===== src/hw/tdc_defs.svh =====
`ifndef TDC_DEFS_SVH
`define TDC_DEFS_SVH

// Cycles between two start pulses
`define SHOOT_PERIOD 64

// Cycles to wait for the TDC interrupt before the shot is dropped
`define HIT_TIMEOUT 40

// Cycles per half SPI clock period
`define SPI_HALF_DIV 2

// Cycles per UART bit
`define BAUD_DIV 8

// Sample FIFO holds 2**FIFO_DEPTH_LOG2 entries
`define FIFO_DEPTH_LOG2 2

// Width of one TDC result, two SPI bytes
`define RESULT_WIDTH 16

`endif


===== src/hw/tdc_pkg.sv =====
`include "tdc_defs.svh"

package tdc_pkg;

  // One measured time of flight
  typedef logic [`RESULT_WIDTH-1:0] tdc_result_t;

  // Measurement sequence of one channel
  typedef enum logic [2:0] {
    IDLE,
    FIRE,
    WAIT_HIT,
    SEND_OP,
    READ_HI,
    READ_LO,
    PUSH
  } tdc_state_t;

  // TDC SPI opcodes
  typedef enum logic [7:0] {
    OP_READ_RESULT = 8'h08
  } tdc_opcode_t;

  // Serial transmitter states
  typedef enum logic [1:0] {
    TX_IDLE,
    TX_START,
    TX_DATA,
    TX_STOP
  } uart_state_t;

endpackage


===== src/hw/tdc_spi_if.sv =====
interface tdc_spi_if;

  // Byte request from the controller, four-phase req/ack
  logic       req;
  logic [7:0] tx_byte;
  logic       last;

  // Byte completion from the master
  logic       ack;
  logic [7:0] rx_byte;

  modport ctrl (
    output req, tx_byte, last,
    input  ack, rx_byte
  );

  modport master (
    input  req, tx_byte, last,
    output ack, rx_byte
  );

endinterface


===== src/hw/tdc_spi_master.sv =====
`include "tdc_defs.svh"

module tdc_spi_master (
  input  logic      clk,
  input  logic      reset,
  tdc_spi_if.master bus,
  input  logic      dout,
  output logic      mosi,
  output logic      sck,
  output logic      cs
);
  localparam int DIV_W = $clog2(`SPI_HALF_DIV + 1);

  logic             busy;
  logic             ack_q;
  logic             last_q;
  logic [DIV_W-1:0] div_cnt;
  logic [3:0]       edge_cnt;
  logic [7:0]       tx_shift;
  logic [7:0]       rx_shift;

  assign bus.ack     = ack_q;
  assign bus.rx_byte = rx_shift;
  // MSB first, updated on the falling sck edge
  assign mosi        = tx_shift[7];

  always_ff @(posedge clk) begin
    if (reset) begin
      busy     <= 1'b0;
      ack_q    <= 1'b0;
      cs       <= 1'b1;
      sck      <= 1'b0;
      div_cnt  <= '0;
      edge_cnt <= '0;
      tx_shift <= '0;
    end else if (!busy) begin
      if (bus.req && !ack_q) begin
        // New byte, chip select stays low until a last byte ends
        busy     <= 1'b1;
        cs       <= 1'b0;
        tx_shift <= bus.tx_byte;
        div_cnt  <= '0;
        edge_cnt <= '0;
      end else if (!bus.req && ack_q) begin
        ack_q <= 1'b0;
      end
    end else if (div_cnt == DIV_W'(`SPI_HALF_DIV - 1)) begin
      div_cnt  <= '0;
      sck      <= ~sck;
      edge_cnt <= edge_cnt + 1'b1;
      if (!sck) begin
        rx_shift <= {rx_shift[6:0], dout};
      end else begin
        tx_shift <= {tx_shift[6:0], 1'b0};
      end
      // Sixteen half periods per byte
      if (edge_cnt == 4'd15) begin
        busy  <= 1'b0;
        ack_q <= 1'b1;
        if (last_q) begin
          cs <= 1'b1;
        end
      end
    end else begin
      div_cnt <= div_cnt + 1'b1;
    end
  end

  always_ff @(posedge clk) begin
    if (!busy && bus.req && !ack_q) begin
      last_q <= bus.last;
    end
  end

  // Controller must hold req until the byte is done
  a_ack_needs_req: assert property (
    @(posedge clk) disable iff (reset) $rose(bus.ack) |-> bus.req
  ) else $error("SPI ack raised without a pending req");

endmodule


===== src/hw/tdc_control.sv =====
`include "tdc_defs.svh"

module tdc_control (
  input  logic                 clk,
  input  logic                 reset,
  input  logic                 pause,
  input  logic                 intb,
  output logic                 start_signal,
  tdc_spi_if.ctrl              spi,
  output logic                 sample_req,
  input  logic                 sample_ack,
  output tdc_pkg::tdc_result_t sample_data
);
  import tdc_pkg::*;

  localparam int SHOT_W = $clog2(`SHOOT_PERIOD + 1);
  localparam int HIT_W  = $clog2(`HIT_TIMEOUT + 1);

  tdc_state_t        state;
  tdc_state_t        next_step;
  logic [SHOT_W-1:0] shot_cnt;
  logic [HIT_W-1:0]  hit_cnt;
  logic              spi_req;
  logic              hs_done;
  logic [7:0]        hi_byte;
  tdc_result_t       result_q;

  // Step that follows each SPI byte
  always_comb begin
    case (state)
      SEND_OP: next_step = READ_HI;
      READ_HI: next_step = READ_LO;
      default: next_step = PUSH;
    endcase
  end

  assign spi.req     = spi_req;
  assign spi.tx_byte = (state == SEND_OP) ? OP_READ_RESULT : 8'h00;
  assign spi.last    = (state == READ_LO);
  assign sample_data = result_q;

  always_ff @(posedge clk) begin
    if (reset) begin
      state        <= IDLE;
      shot_cnt     <= '0;
      hit_cnt      <= '0;
      spi_req      <= 1'b0;
      hs_done      <= 1'b0;
      sample_req   <= 1'b0;
      start_signal <= 1'b0;
    end else begin
      start_signal <= 1'b0;
      // Shot timer runs down from the last pulse
      if (shot_cnt != '0) begin
        shot_cnt <= shot_cnt - 1'b1;
      end
      case (state)
        IDLE: begin
          if (shot_cnt == '0 && !pause) begin
            start_signal <= 1'b1;
            shot_cnt     <= SHOT_W'(`SHOOT_PERIOD - 1);
            state        <= FIRE;
          end
        end
        FIRE: begin
          hit_cnt <= '0;
          state   <= WAIT_HIT;
        end
        WAIT_HIT: begin
          if (!intb) begin
            state <= SEND_OP;
          end else if (hit_cnt == HIT_W'(`HIT_TIMEOUT - 1)) begin
            state <= IDLE;  // no echo, nothing stored
          end else begin
            hit_cnt <= hit_cnt + 1'b1;
          end
        end
        SEND_OP, READ_HI, READ_LO: begin
          if (!spi_req && !hs_done && !spi.ack) begin
            spi_req <= 1'b1;
          end else if (spi_req && spi.ack) begin
            spi_req <= 1'b0;
            hs_done <= 1'b1;
          end else if (hs_done && !spi.ack) begin
            hs_done <= 1'b0;
            state   <= next_step;
          end
        end
        PUSH: begin
          // Stays here while the FIFO is full
          if (!sample_req && !hs_done && !sample_ack) begin
            sample_req <= 1'b1;
          end else if (sample_req && sample_ack) begin
            sample_req <= 1'b0;
            hs_done    <= 1'b1;
          end else if (hs_done && !sample_ack) begin
            hs_done <= 1'b0;
            state   <= IDLE;
          end
        end
        default: state <= IDLE;
      endcase
    end
  end

  // Result bytes from the SPI master
  always_ff @(posedge clk) begin
    if (spi_req && spi.ack && state == READ_HI) begin
      hi_byte <= spi.rx_byte;
    end
    if (spi_req && spi.ack && state == READ_LO) begin
      result_q <= {hi_byte, spi.rx_byte};
    end
  end

  a_start_one_cycle: assert property (
    @(posedge clk) disable iff (reset) start_signal |=> !start_signal
  ) else $error("Start pulse longer than one cycle");

endmodule


===== src/hw/sample_fifo.sv =====
`include "tdc_defs.svh"

module sample_fifo (
  input  logic                 clk,
  input  logic                 reset,
  input  logic                 in_req,
  output logic                 in_ack,
  input  tdc_pkg::tdc_result_t in_data,
  output logic                 out_req,
  input  logic                 out_ack,
  output tdc_pkg::tdc_result_t out_data
);
  import tdc_pkg::*;

  localparam int AW = `FIFO_DEPTH_LOG2;

  tdc_result_t mem [2**AW];
  // Extra MSB tells full from empty
  logic [AW:0] wr_ptr;
  logic [AW:0] rd_ptr;
  logic        full;
  logic        empty;
  logic        wr_en;
  logic        rd_en;

  assign empty    = (wr_ptr == rd_ptr);
  assign full     = (wr_ptr[AW] != rd_ptr[AW]) && (wr_ptr[AW-1:0] == rd_ptr[AW-1:0]);
  assign wr_en    = in_req && !in_ack && !full;
  assign rd_en    = out_req && out_ack;
  assign out_data = mem[rd_ptr[AW-1:0]];

  always_ff @(posedge clk) begin
    if (reset) begin
      wr_ptr  <= '0;
      rd_ptr  <= '0;
      in_ack  <= 1'b0;
      out_req <= 1'b0;
    end else begin
      if (wr_en) begin
        wr_ptr <= wr_ptr + 1'b1;
        in_ack <= 1'b1;
      end else if (in_ack && !in_req) begin
        in_ack <= 1'b0;
      end
      // Pop on ack, next word only after ack is back low
      if (rd_en) begin
        rd_ptr  <= rd_ptr + 1'b1;
        out_req <= 1'b0;
      end else if (!out_req && !out_ack && !empty) begin
        out_req <= 1'b1;
      end
    end
  end

  always_ff @(posedge clk) begin
    if (wr_en) begin
      mem[wr_ptr[AW-1:0]] <= in_data;
    end
  end

  // Occupancy never exceeds the depth
  a_no_write_full: assert property (
    @(posedge clk) disable iff (reset) (wr_ptr - rd_ptr) <= (AW+1)'(2**AW)
  ) else $error("Sample written into a full FIFO");

endmodule


===== src/hw/uart_tx.sv =====
`include "tdc_defs.svh"

module uart_tx (
  input  logic                 clk,
  input  logic                 reset,
  input  logic                 req,
  output logic                 ack,
  input  tdc_pkg::tdc_result_t data,
  output logic                 serial_out
);
  import tdc_pkg::*;

  localparam int BAUD_W = $clog2(`BAUD_DIV + 1);

  uart_state_t       state;
  logic [BAUD_W-1:0] baud_cnt;
  logic              baud_tick;
  logic              latch;
  logic [2:0]        bit_idx;
  logic              second;
  logic [7:0]        shift_q;
  logic [7:0]        lo_byte;

  assign baud_tick = (baud_cnt == BAUD_W'(`BAUD_DIV - 1));
  assign latch     = (state == TX_IDLE) && req && !ack;

  always_ff @(posedge clk) begin
    if (reset) begin
      state      <= TX_IDLE;
      baud_cnt   <= '0;
      bit_idx    <= '0;
      second     <= 1'b0;
      ack        <= 1'b0;
      serial_out <= 1'b1;
    end else begin
      if (state == TX_IDLE || baud_tick) begin
        baud_cnt <= '0;
      end else begin
        baud_cnt <= baud_cnt + 1'b1;
      end
      if (ack && !req) begin
        ack <= 1'b0;
      end
      case (state)
        TX_IDLE: begin
          if (latch) begin
            ack        <= 1'b1;
            second     <= 1'b0;
            serial_out <= 1'b0;
            state      <= TX_START;
          end
        end
        TX_START: begin
          if (baud_tick) begin
            serial_out <= shift_q[0];
            bit_idx    <= '0;
            state      <= TX_DATA;
          end
        end
        TX_DATA: begin
          if (baud_tick) begin
            if (bit_idx == 3'd7) begin
              serial_out <= 1'b1;
              state      <= TX_STOP;
            end else begin
              serial_out <= shift_q[0];
              bit_idx    <= bit_idx + 1'b1;
            end
          end
        end
        TX_STOP: begin
          if (baud_tick) begin
            // High byte done, low byte follows
            if (!second) begin
              second     <= 1'b1;
              serial_out <= 1'b0;
              state      <= TX_START;
            end else begin
              state <= TX_IDLE;
            end
          end
        end
        default: state <= TX_IDLE;
      endcase
    end
  end

  // LSB first shift register
  always_ff @(posedge clk) begin
    if (latch) begin
      shift_q <= data[15:8];
      lo_byte <= data[7:0];
    end else if (state == TX_STOP && baud_tick && !second) begin
      shift_q <= lo_byte;
    end else if (baud_tick && (state == TX_START || state == TX_DATA)) begin
      shift_q <= {1'b0, shift_q[7:1]};
    end
  end

endmodule


===== src/hw/ranging_top.sv =====
module ranging_top (
  input  logic clk,
  input  logic reset,
  input  logic pause,
  input  logic tdc_intb,
  input  logic tdc_dout,
  output logic tdc_mosi,
  output logic tdc_sck,
  output logic tdc_cs,
  output logic tdc_start_signal,
  output logic serial_out
);
  import tdc_pkg::*;

  // Sample link and FIFO to UART link
  logic        sample_req;
  logic        sample_ack;
  tdc_result_t sample_data;
  logic        out_req;
  logic        out_ack;
  tdc_result_t out_data;

  tdc_spi_if spi_bus ();

  tdc_control i_control (
    .clk          (clk),
    .reset        (reset),
    .pause        (pause),
    .intb         (tdc_intb),
    .start_signal (tdc_start_signal),
    .spi          (spi_bus.ctrl),
    .sample_req   (sample_req),
    .sample_ack   (sample_ack),
    .sample_data  (sample_data)
  );

  tdc_spi_master i_spi_master (
    .clk   (clk),
    .reset (reset),
    .bus   (spi_bus.master),
    .dout  (tdc_dout),
    .mosi  (tdc_mosi),
    .sck   (tdc_sck),
    .cs    (tdc_cs)
  );

  sample_fifo i_fifo (
    .clk      (clk),
    .reset    (reset),
    .in_req   (sample_req),
    .in_ack   (sample_ack),
    .in_data  (sample_data),
    .out_req  (out_req),
    .out_ack  (out_ack),
    .out_data (out_data)
  );

  uart_tx i_uart (
    .clk        (clk),
    .reset      (reset),
    .req        (out_req),
    .ack        (out_ack),
    .data       (out_data),
    .serial_out (serial_out)
  );

endmodule


===== config.mk =====
export PLATFORM = sky130hd
export DESIGN_NAME = ranging_top
export DESIGN_NICKNAME = d
export VERILOG_FILES = /design/src/hw/tdc_pkg.sv /design/src/hw/tdc_spi_if.sv /design/src/hw/tdc_spi_master.sv /design/src/hw/tdc_control.sv /design/src/hw/sample_fifo.sv /design/src/hw/uart_tx.sv /design/src/hw/ranging_top.sv
export VERILOG_INCLUDE_DIRS = /design/src /design/src/hw
export SDC_FILE = /design/constraint.sdc
export NUM_CORES = 1
export LEC_CHECK = 0
export ABC_AREA = 1
export CAP_MARGIN = 20
export CORE_ASPECT_RATIO = 2
export CORE_UTILIZATION = 40
export CTS_BUF_LIST = sky130_fd_sc_hd__clkbuf_8
export CTS_CLUSTER_SIZE = 40
export DETAILED_ROUTE_END_ITERATION = 16
export DONT_BUFFER_PORTS = 1
export GPL_TIMING_DRIVEN = 0
export PLACE_DENSITY = 0.62
export SETUP_SLACK_MARGIN = 0.4
export SLEW_MARGIN = 20
export SYNTH_ARGS = -nofsm -noshare
export SYNTH_HDL_FRONTEND = slang
export SYNTH_HIERARCHICAL = 1
export SYNTH_SLANG_ARGS = --single-unit

===== constraint.sdc =====
create_clock -name clk -period 5.1 [get_ports clk]
set_input_delay 0.255 -clock clk [delete_from_list [all_inputs] [get_ports clk]]
set_output_delay 0.255 -clock clk [all_outputs]
set_load 0.02 [all_outputs]

==> flow_summary.yaml, run 1 <==
global_route:
  grt_pass1_vias: 4947
  grt_util_met3_pct: 3.32
  top_usage_layer: "met2"
  antenna_found_initial: 0
  track_usage_pct: 16.0
  grt_overflow: 0
  grt_pass1_wl_um: 23500
  met2_usage_pct: 32.5
  grt_max_degree: 17
  use_met1_pct: 14.6
sta:
  fmax_mhz: 493
  finalMaxSlewViolations: 0
  fin_ws_ns: 3.07
  finalCriticalPeriod_ns: 2.03
  post-route-period-util_pct: 39.8
  setup_viol: 0
  relSlewSlack_pct: 45.0
  skew_ns: 0.0187
  hold_violations: 0
  grt_setup_unrepaired: "no"
  max_slew.worst_pin.slew_ns: 0.822
  setup_tns_ns: 0
layout:
  drive_gt1_share_pct: 11.9
  final_util_pct: 45.4
  final_net_count: 790
  fin_cells: 994
  syn2layout_area_growth_pct: 10.4
  n_antenna_cell: 0
placement:
  globalplace.congestion: 0.830
  dp.cells: 960
  dp_slack_ns: 3.03
  dpl.hpwl_um: 10300
  portBuffers: 0
yosys:
  muxShareOfSynthArea_pct: 0
  synth_compound_area_share_pct: 8.47
  synth-xor-area-share_pct: 0.817
  synth.avg_cell_area_um2: 9.99
  synthAdderAreaFrac_pct: 2.89
  ys_types: 41
  synthCells: 736
  ys_ff_latch: 173
  async_reset_ff_share_pct: 0
  synth_top_family_by_area: "simple AND/OR/NAND/NOR gates"
  synth_simple_gate_area_share_pct: 19.4
  synthFlopType: "edfxtp_1"
  netlist_area_um2: 7350
  synth_edf_count: 113
  yosysSeqAreaShare_pct: 62.5
  yosys_warnings: 6
clock_network:
  post_cts_resized: 0
  cts_sinks: 173
  clk_latency_ns: 0.46
  cts_tree: "done"
  cts_made_buffers: 17
  h-tree-depth: 4
  clockBufferDepth: 2
  root_buffer: "clkbuf_8"
  clk_pin_slew_worst_paths_ns: 0.10
power_and_ir_drop:
  p_per_area_nw_per_um2: 409
  leakage_nw: 3.16
  vdd_ir_drop_max_uv: 235
die:
  pin_count: 10
  rows: 69
  start_util_pct: 41.2
  die_y_um: 194
  core_area_um2: 17900
  die_x_um: 97.9
  die_area_um2: 19000
worst_setup_path:
  start_kind: "flop"
  crit_arrival_ns: 2.14
  endpoint_kind: "flop"
  worstPathRequired_ns: 5.20
  path_class: "flop to flop"
  path_max_fanout: 10
route:
  drc: 0
  wl_per_cell_um: 14.2
  drt-pass1-iter-count: 4
  final_antenna_net_count: 0
  vias: 4952
  wirelength_um: 14200
  drt_iter0_markers: 210
  vias_per_cell: 4.98
flow_run:
  cap_violations: 0
outcome:
  status: "finished clean"
worst_hold_path:
  worstHoldPathType: "input pin to flop"
-- placed cells by master (no fill, tap or decap), types with 2 or more instances in the layout --
cell type      Yosys  final
nand4_1            8      8
edfxtp_1         113    113
clkinvlp_4         0      3
nand2_1          139    139
o22ai_1           16     16
nand3_2            3      3
clkbuf_1           7      7
nand3_4            2      2
nor2_2             3      7
conb_1             1      7
nor2_1           116    112
dlygate4sd3_1      0      2
buf_6              2      6
buf_2              3      3
clkinv_4           0      4
clkinv_1           3      3
o21ai_0           54     54
nand2_4            5      5
xor2_1             3      3
xnor2_1            2      2
a21oi_2            2      2
clkbuf_8           0     18
nor3_2             1      3
o211ai_1           2      2
inv_1             70     70
dfxtp_1           60     60
nand3_1           30     30
inv_2              9      9
clkinv_2           1      3
a31oi_1            8      8
buf_4              8      9
inv_6              0      4
ha_1              17     17
nor3_1             7      5
nand2_2            5      5
a21oi_1           25     25
nor2_4             2      2
-- logic make-up (layout without fill, tap and decap cells) --
logic type	after synthesis	count (layout)
AOI/OAI and AO/OA	112	112
and+or+nand+nor	324	324
other	1	7
xor gates and xnor gates	6	6
buffers and inverters	103	142
DFF	173	173
adders and majority gates	17	17
-- metal layers --
metal,share of wire (%),vias to the layer above
met5,0,-
met4,1.6,0
met3,1.9,13
met2,60,54
met1,36,2371
li1,-,2514
-- final timing paths --
kind                   startpoint                  endpoint  slack, ns  depth (start not counted)
max               i_uart/state[0]         i_uart/shift_q[5]       3.07                          5
min                         reset          i_fifo/wr_ptr[1]       0.03                          3
max reg2reg       i_uart/state[0]         i_uart/shift_q[5]       3.07                          5
min reg2reg  i_control/hi_byte[1]  i_control/sample_data[9]       0.43                          0
-- cell type report --
| type | count | area, um^2 |
|---|---|---|
| Fill cell | 1699 | 9750 |
| Sequential cell | 173 | 4590 |
| Multi-Input combinational cell | 466 | 2370 |
| Inverter | 83 | 313 |
| Tap cell | 213 | 267 |
| Clock buffer | 18 | 248 |
| Clock inverter | 14 | 133 |
| Buffer | 20 | 124 |
| Timing Repair Buffer | 7 | 72.6 |
-- sequential cells by signal, indices dropped and copies added (netlist names), 4 cells and up, named ones only --
name,flops
i_uart/shift_q,8
i_spi_master/tx_shift,8
i_control/hi_byte,8
i_uart/lo_byte,8
i_control/sample_data,16
i_control/shot_cnt,7
i_fifo/mem,64
i_spi_master/bus.rx_byte,8
i_spi_master/edge_cnt,4
i_control/hit_cnt,6
i_uart/baud_cnt,4
-- stage by stage --
step	hold slack (ns)	area, um^2	power (mW)
after detailed placement	0.325	7720	2.45
after global placement	0.323	7640	2.44
after CTS	0.000447	8120	3.36
after global routing	0.0166	8120	3.53
after floorplan	0.317	7380	2.29
final	0.0255	8120	3.32
-- cells in the mapped netlist (all sizes together) (2+ instances only) --
master,number,area [um^2]
edfxtp,113,3390
o211ai,2,15.0
nand4,9,62.6
xor2,3,26.3
nor3,8,45.0
nand3,35,215
o22ai,16,100
xnor2,3,33.8
nor2,121,477
clkinv,4,16.3
clkbuf,7,26.3
ha,17,213
inv,79,297
dfxtp,60,1200
o21ai,56,284
a31oi,8,50.1
buf,13,97.6
nand2,149,609
a21oi,28,159
-- what timing repair did --
action | 4_1_cts | 5_1_grt
buffers inserted | 0 | 0
hold endpoints to repair | 25 | 0
setup endpoints to repair | 0 | 0
hold buffers | 2 | 0
-- critical path, stage by stage (launching register included) --
cell      delay (ns)
dfxtp_1         0.42
inv_1           0.12
ha_1            0.27
nand2_1         0.30
buf_4           0.24
o211ai_1        0.34
-- power breakdown --
| group | internal, mW | switching [mW] |
|---|---|---|
| Clock | 0.406 | 0.500 |
| Combinational | 0.252 | 0.454 |
| Sequential | 1.60 | 0.106 |
(Power assumes the default switching activity.)
==> run 2, diff against run 1 <==
--- a/config.mk
+++ b/config.mk
@@ -15,7 +15,7 @@
 export DETAILED_ROUTE_END_ITERATION = 16
 export DONT_BUFFER_PORTS = 1
 export GPL_TIMING_DRIVEN = 0
-export PLACE_DENSITY = 0.62
+export PLACE_DENSITY = 0.64
 export SETUP_SLACK_MARGIN = 0.4
 export SLEW_MARGIN = 20
 export SYNTH_ARGS = -nofsm -noshare
==> constraint.sdc (replaced) <==
create_clock -name clk -period 1.7 [get_ports clk]
set_input_delay 0.085 -clock clk [delete_from_list [all_inputs] [get_ports clk]]
set_output_delay 0.085 -clock clk [all_outputs]
set_load 0.02 [all_outputs]
==> flow_summary.yaml, run 2 (synthesis gave the netlist of run 1 again) <==
worst_hold_path:
  worstHoldPathType: "input pin to flop"
  whs_path_depth: 4
  min_to: "i_control/hit_cnt[2]"
  hp-start: "tdc_intb"
clock_network:
  root_buffer: "clkbuf_8"
  cts_tree: "done"
  cts_made_buffers: 17
  clk_pin_slew_worst_paths_ns: 0.09
  h-tree-depth: 4
  clk_latency_ns: 0.45
  clockBufferDepth: 2
  cts_sinks: 173
layout:
  fin_cells: 1068
  layout_commonest_cell: "edfxtp_1"
  largest_reg_flops: 64
  nFillCells: 1467
  drive_gt1_share_pct: 35.0
  multiInputGateArea_um2: 2980
  final_cell_mix: "edfxtp_1, nand2_1, nor2_1"
  final_net_count: 864
  n_antenna_cell: 0
  regArea_um2: 4670
  syn2layout_area_growth_pct: 33.3
route:
  wl_per_cell_um: 15.4
  drc: 0
  vias: 5390
  drt-pass1-iter-count: 5
  drt_iter0_markers: 237
  wirelength_um: 16500
  final_antenna_net_count: 0
  vias_per_cell: 5.05
worst_setup_path:
  path_max_fanout: 8
  r2r-end: "i_fifo/mem[2][1]"
  worstPathRequired_ns: 1.87
  r2r_slack_ns: 0.18
  rr_startpoint: "i_fifo/wr_ptr[0]"
  r2r_cells: 7
  start_kind: "flop"
  crit_arrival_ns: 1.69
  endpoint_kind: "flop"
  path_class: "flop to flop"
die:
  die_y_um: 194
  pin_count: 10
  die_x_um: 97.9
  rows: 69
  die_area_um2: 19000
  start_util_pct: 41.2
  core_area_um2: 17900
sta:
  fin_ws_ns: 0.182
  post-route-period-util_pct: 89.3
  max_slew.worst_pin.slew_ns: 0.509
  hold_violations: 0
  fmax_mhz: 659
  relSlewSlack_pct: 65.9
  finalCriticalPeriod_ns: 1.52
  grt_setup_unrepaired: "yes"
  setup_viol: 0
  finalMaxSlewViolations: 0
  skew_ns: 0.0115
  finalHoldWorstSlack_ns: 0.0614
global_route:
  grt_pass1_wl_um: 25500
  grt_max_degree: 17
  antenna_found_initial: 0
  track_usage_pct: 17.3
  grt_overflow: 0
  grt_pass1_vias: 5381
outcome:
  status: "finished clean"
placement:
  dp_slack_ns: -0.223
  dpl.hpwl_um: 10100
  globalplace.congestion: 0.884
  portBuffers: 0
  dp.cells: 955
power_and_ir_drop:
  leakage_nw: 3.79
  total_power_mw: 11.9
  vdd_ir_drop_max_uv: 882
  p_per_area_nw_per_um2: 1210
flow_run:
  cap_violations: 0
## run 2: cell count changes in the layout (fill, tap and decap cells not counted), moves of 15 or more
cell	previous run	this run
nor2_1	112	92
inv_1	70	49
nand2_2	5	28
dfxtp_1	60	31
dfxtp_4	0	15
nand2_1	139	104
buf_4	9	49
## run 2: critical path: stages, from the launching register on
cell and delay, ns:
dfxtp_4 0.37, nand2_1 0.13, nand2_4 0.08, nand3_4 0.12, nand2_8 0.08, buf_12 0.13
nor2_4 0.15, clkbuf_16 0.19
## run 2: stage by stage
step           util (%)  setup TNS (ns)  cell area, um^2
3_3_place_gp       43.5           -1.03             7770
5_1_grt            54.8               0             9800
2_1_floorplan         -               0             7500
6_report           54.8               0             9800
3_5_place_dp       43.5           -1.15             7770
4_1_cts            50.7               0             9060
## run 2: routing by layer
metal	routed length, um	track usage [%]	part of all wire [%]	vias to the layer above
li1	-	-	-	2672
met1	5560	15.0	34	2585
met2	9900	35.4	60	89
met3	404	3.46	2.4	44
met4	635	9.09	3.8	0
met5	0	0	0	-
## run 2: area by class of cell
cell class | count | area share [%]
Buffer | 20 | 1.86
Clock buffer | 17 | 2.39
Clock inverter | 15 | 2.13
Inverter | 83 | 3.79
Multi-Input combinational cell | 466 | 30.4
Sequential cell | 173 | 47.6
Tap cell | 213 | 2.72
Timing Repair Buffer | 81 | 9.11
## run 2: what timing repair did
item / in CTS / in global routing
hold endpoints to repair: 44 / 3
setup buffers: 40 / 29
resized for setup: 105 / 131
pin swaps: 35 / 58
endpoints found under the setup margin: 149 / 136
cloned: 1 / 1
hold buffers: 9 / 1
## run 2: how the worst max path moves through the flow
stage                                 from                 to  slack (ns)  cells after the start
after floorplan            i_uart/state[0]  i_uart/shift_q[0]        0.16                      4
after global placement                flop  i_uart/shift_q[0]       -0.25                      6
after detailed placement              flop  i_uart/shift_q[0]       -0.22                      6
after CTS                 i_fifo/rd_ptr[2]   i_fifo/mem[3][5]        0.21                      8
after global routing      i_fifo/wr_ptr[0]   i_fifo/mem[2][9]        0.12                      7
final                     i_fifo/wr_ptr[0]   i_fifo/mem[2][1]        0.18                      7
## run 2: power breakdown
part	switching [mW]	total, mW	internal [mW]
clock network	1.52	3.14	1.63
logic	1.91	3.44	1.53
registers	0.410	5.27	4.86
total	3.83	11.9	8.02
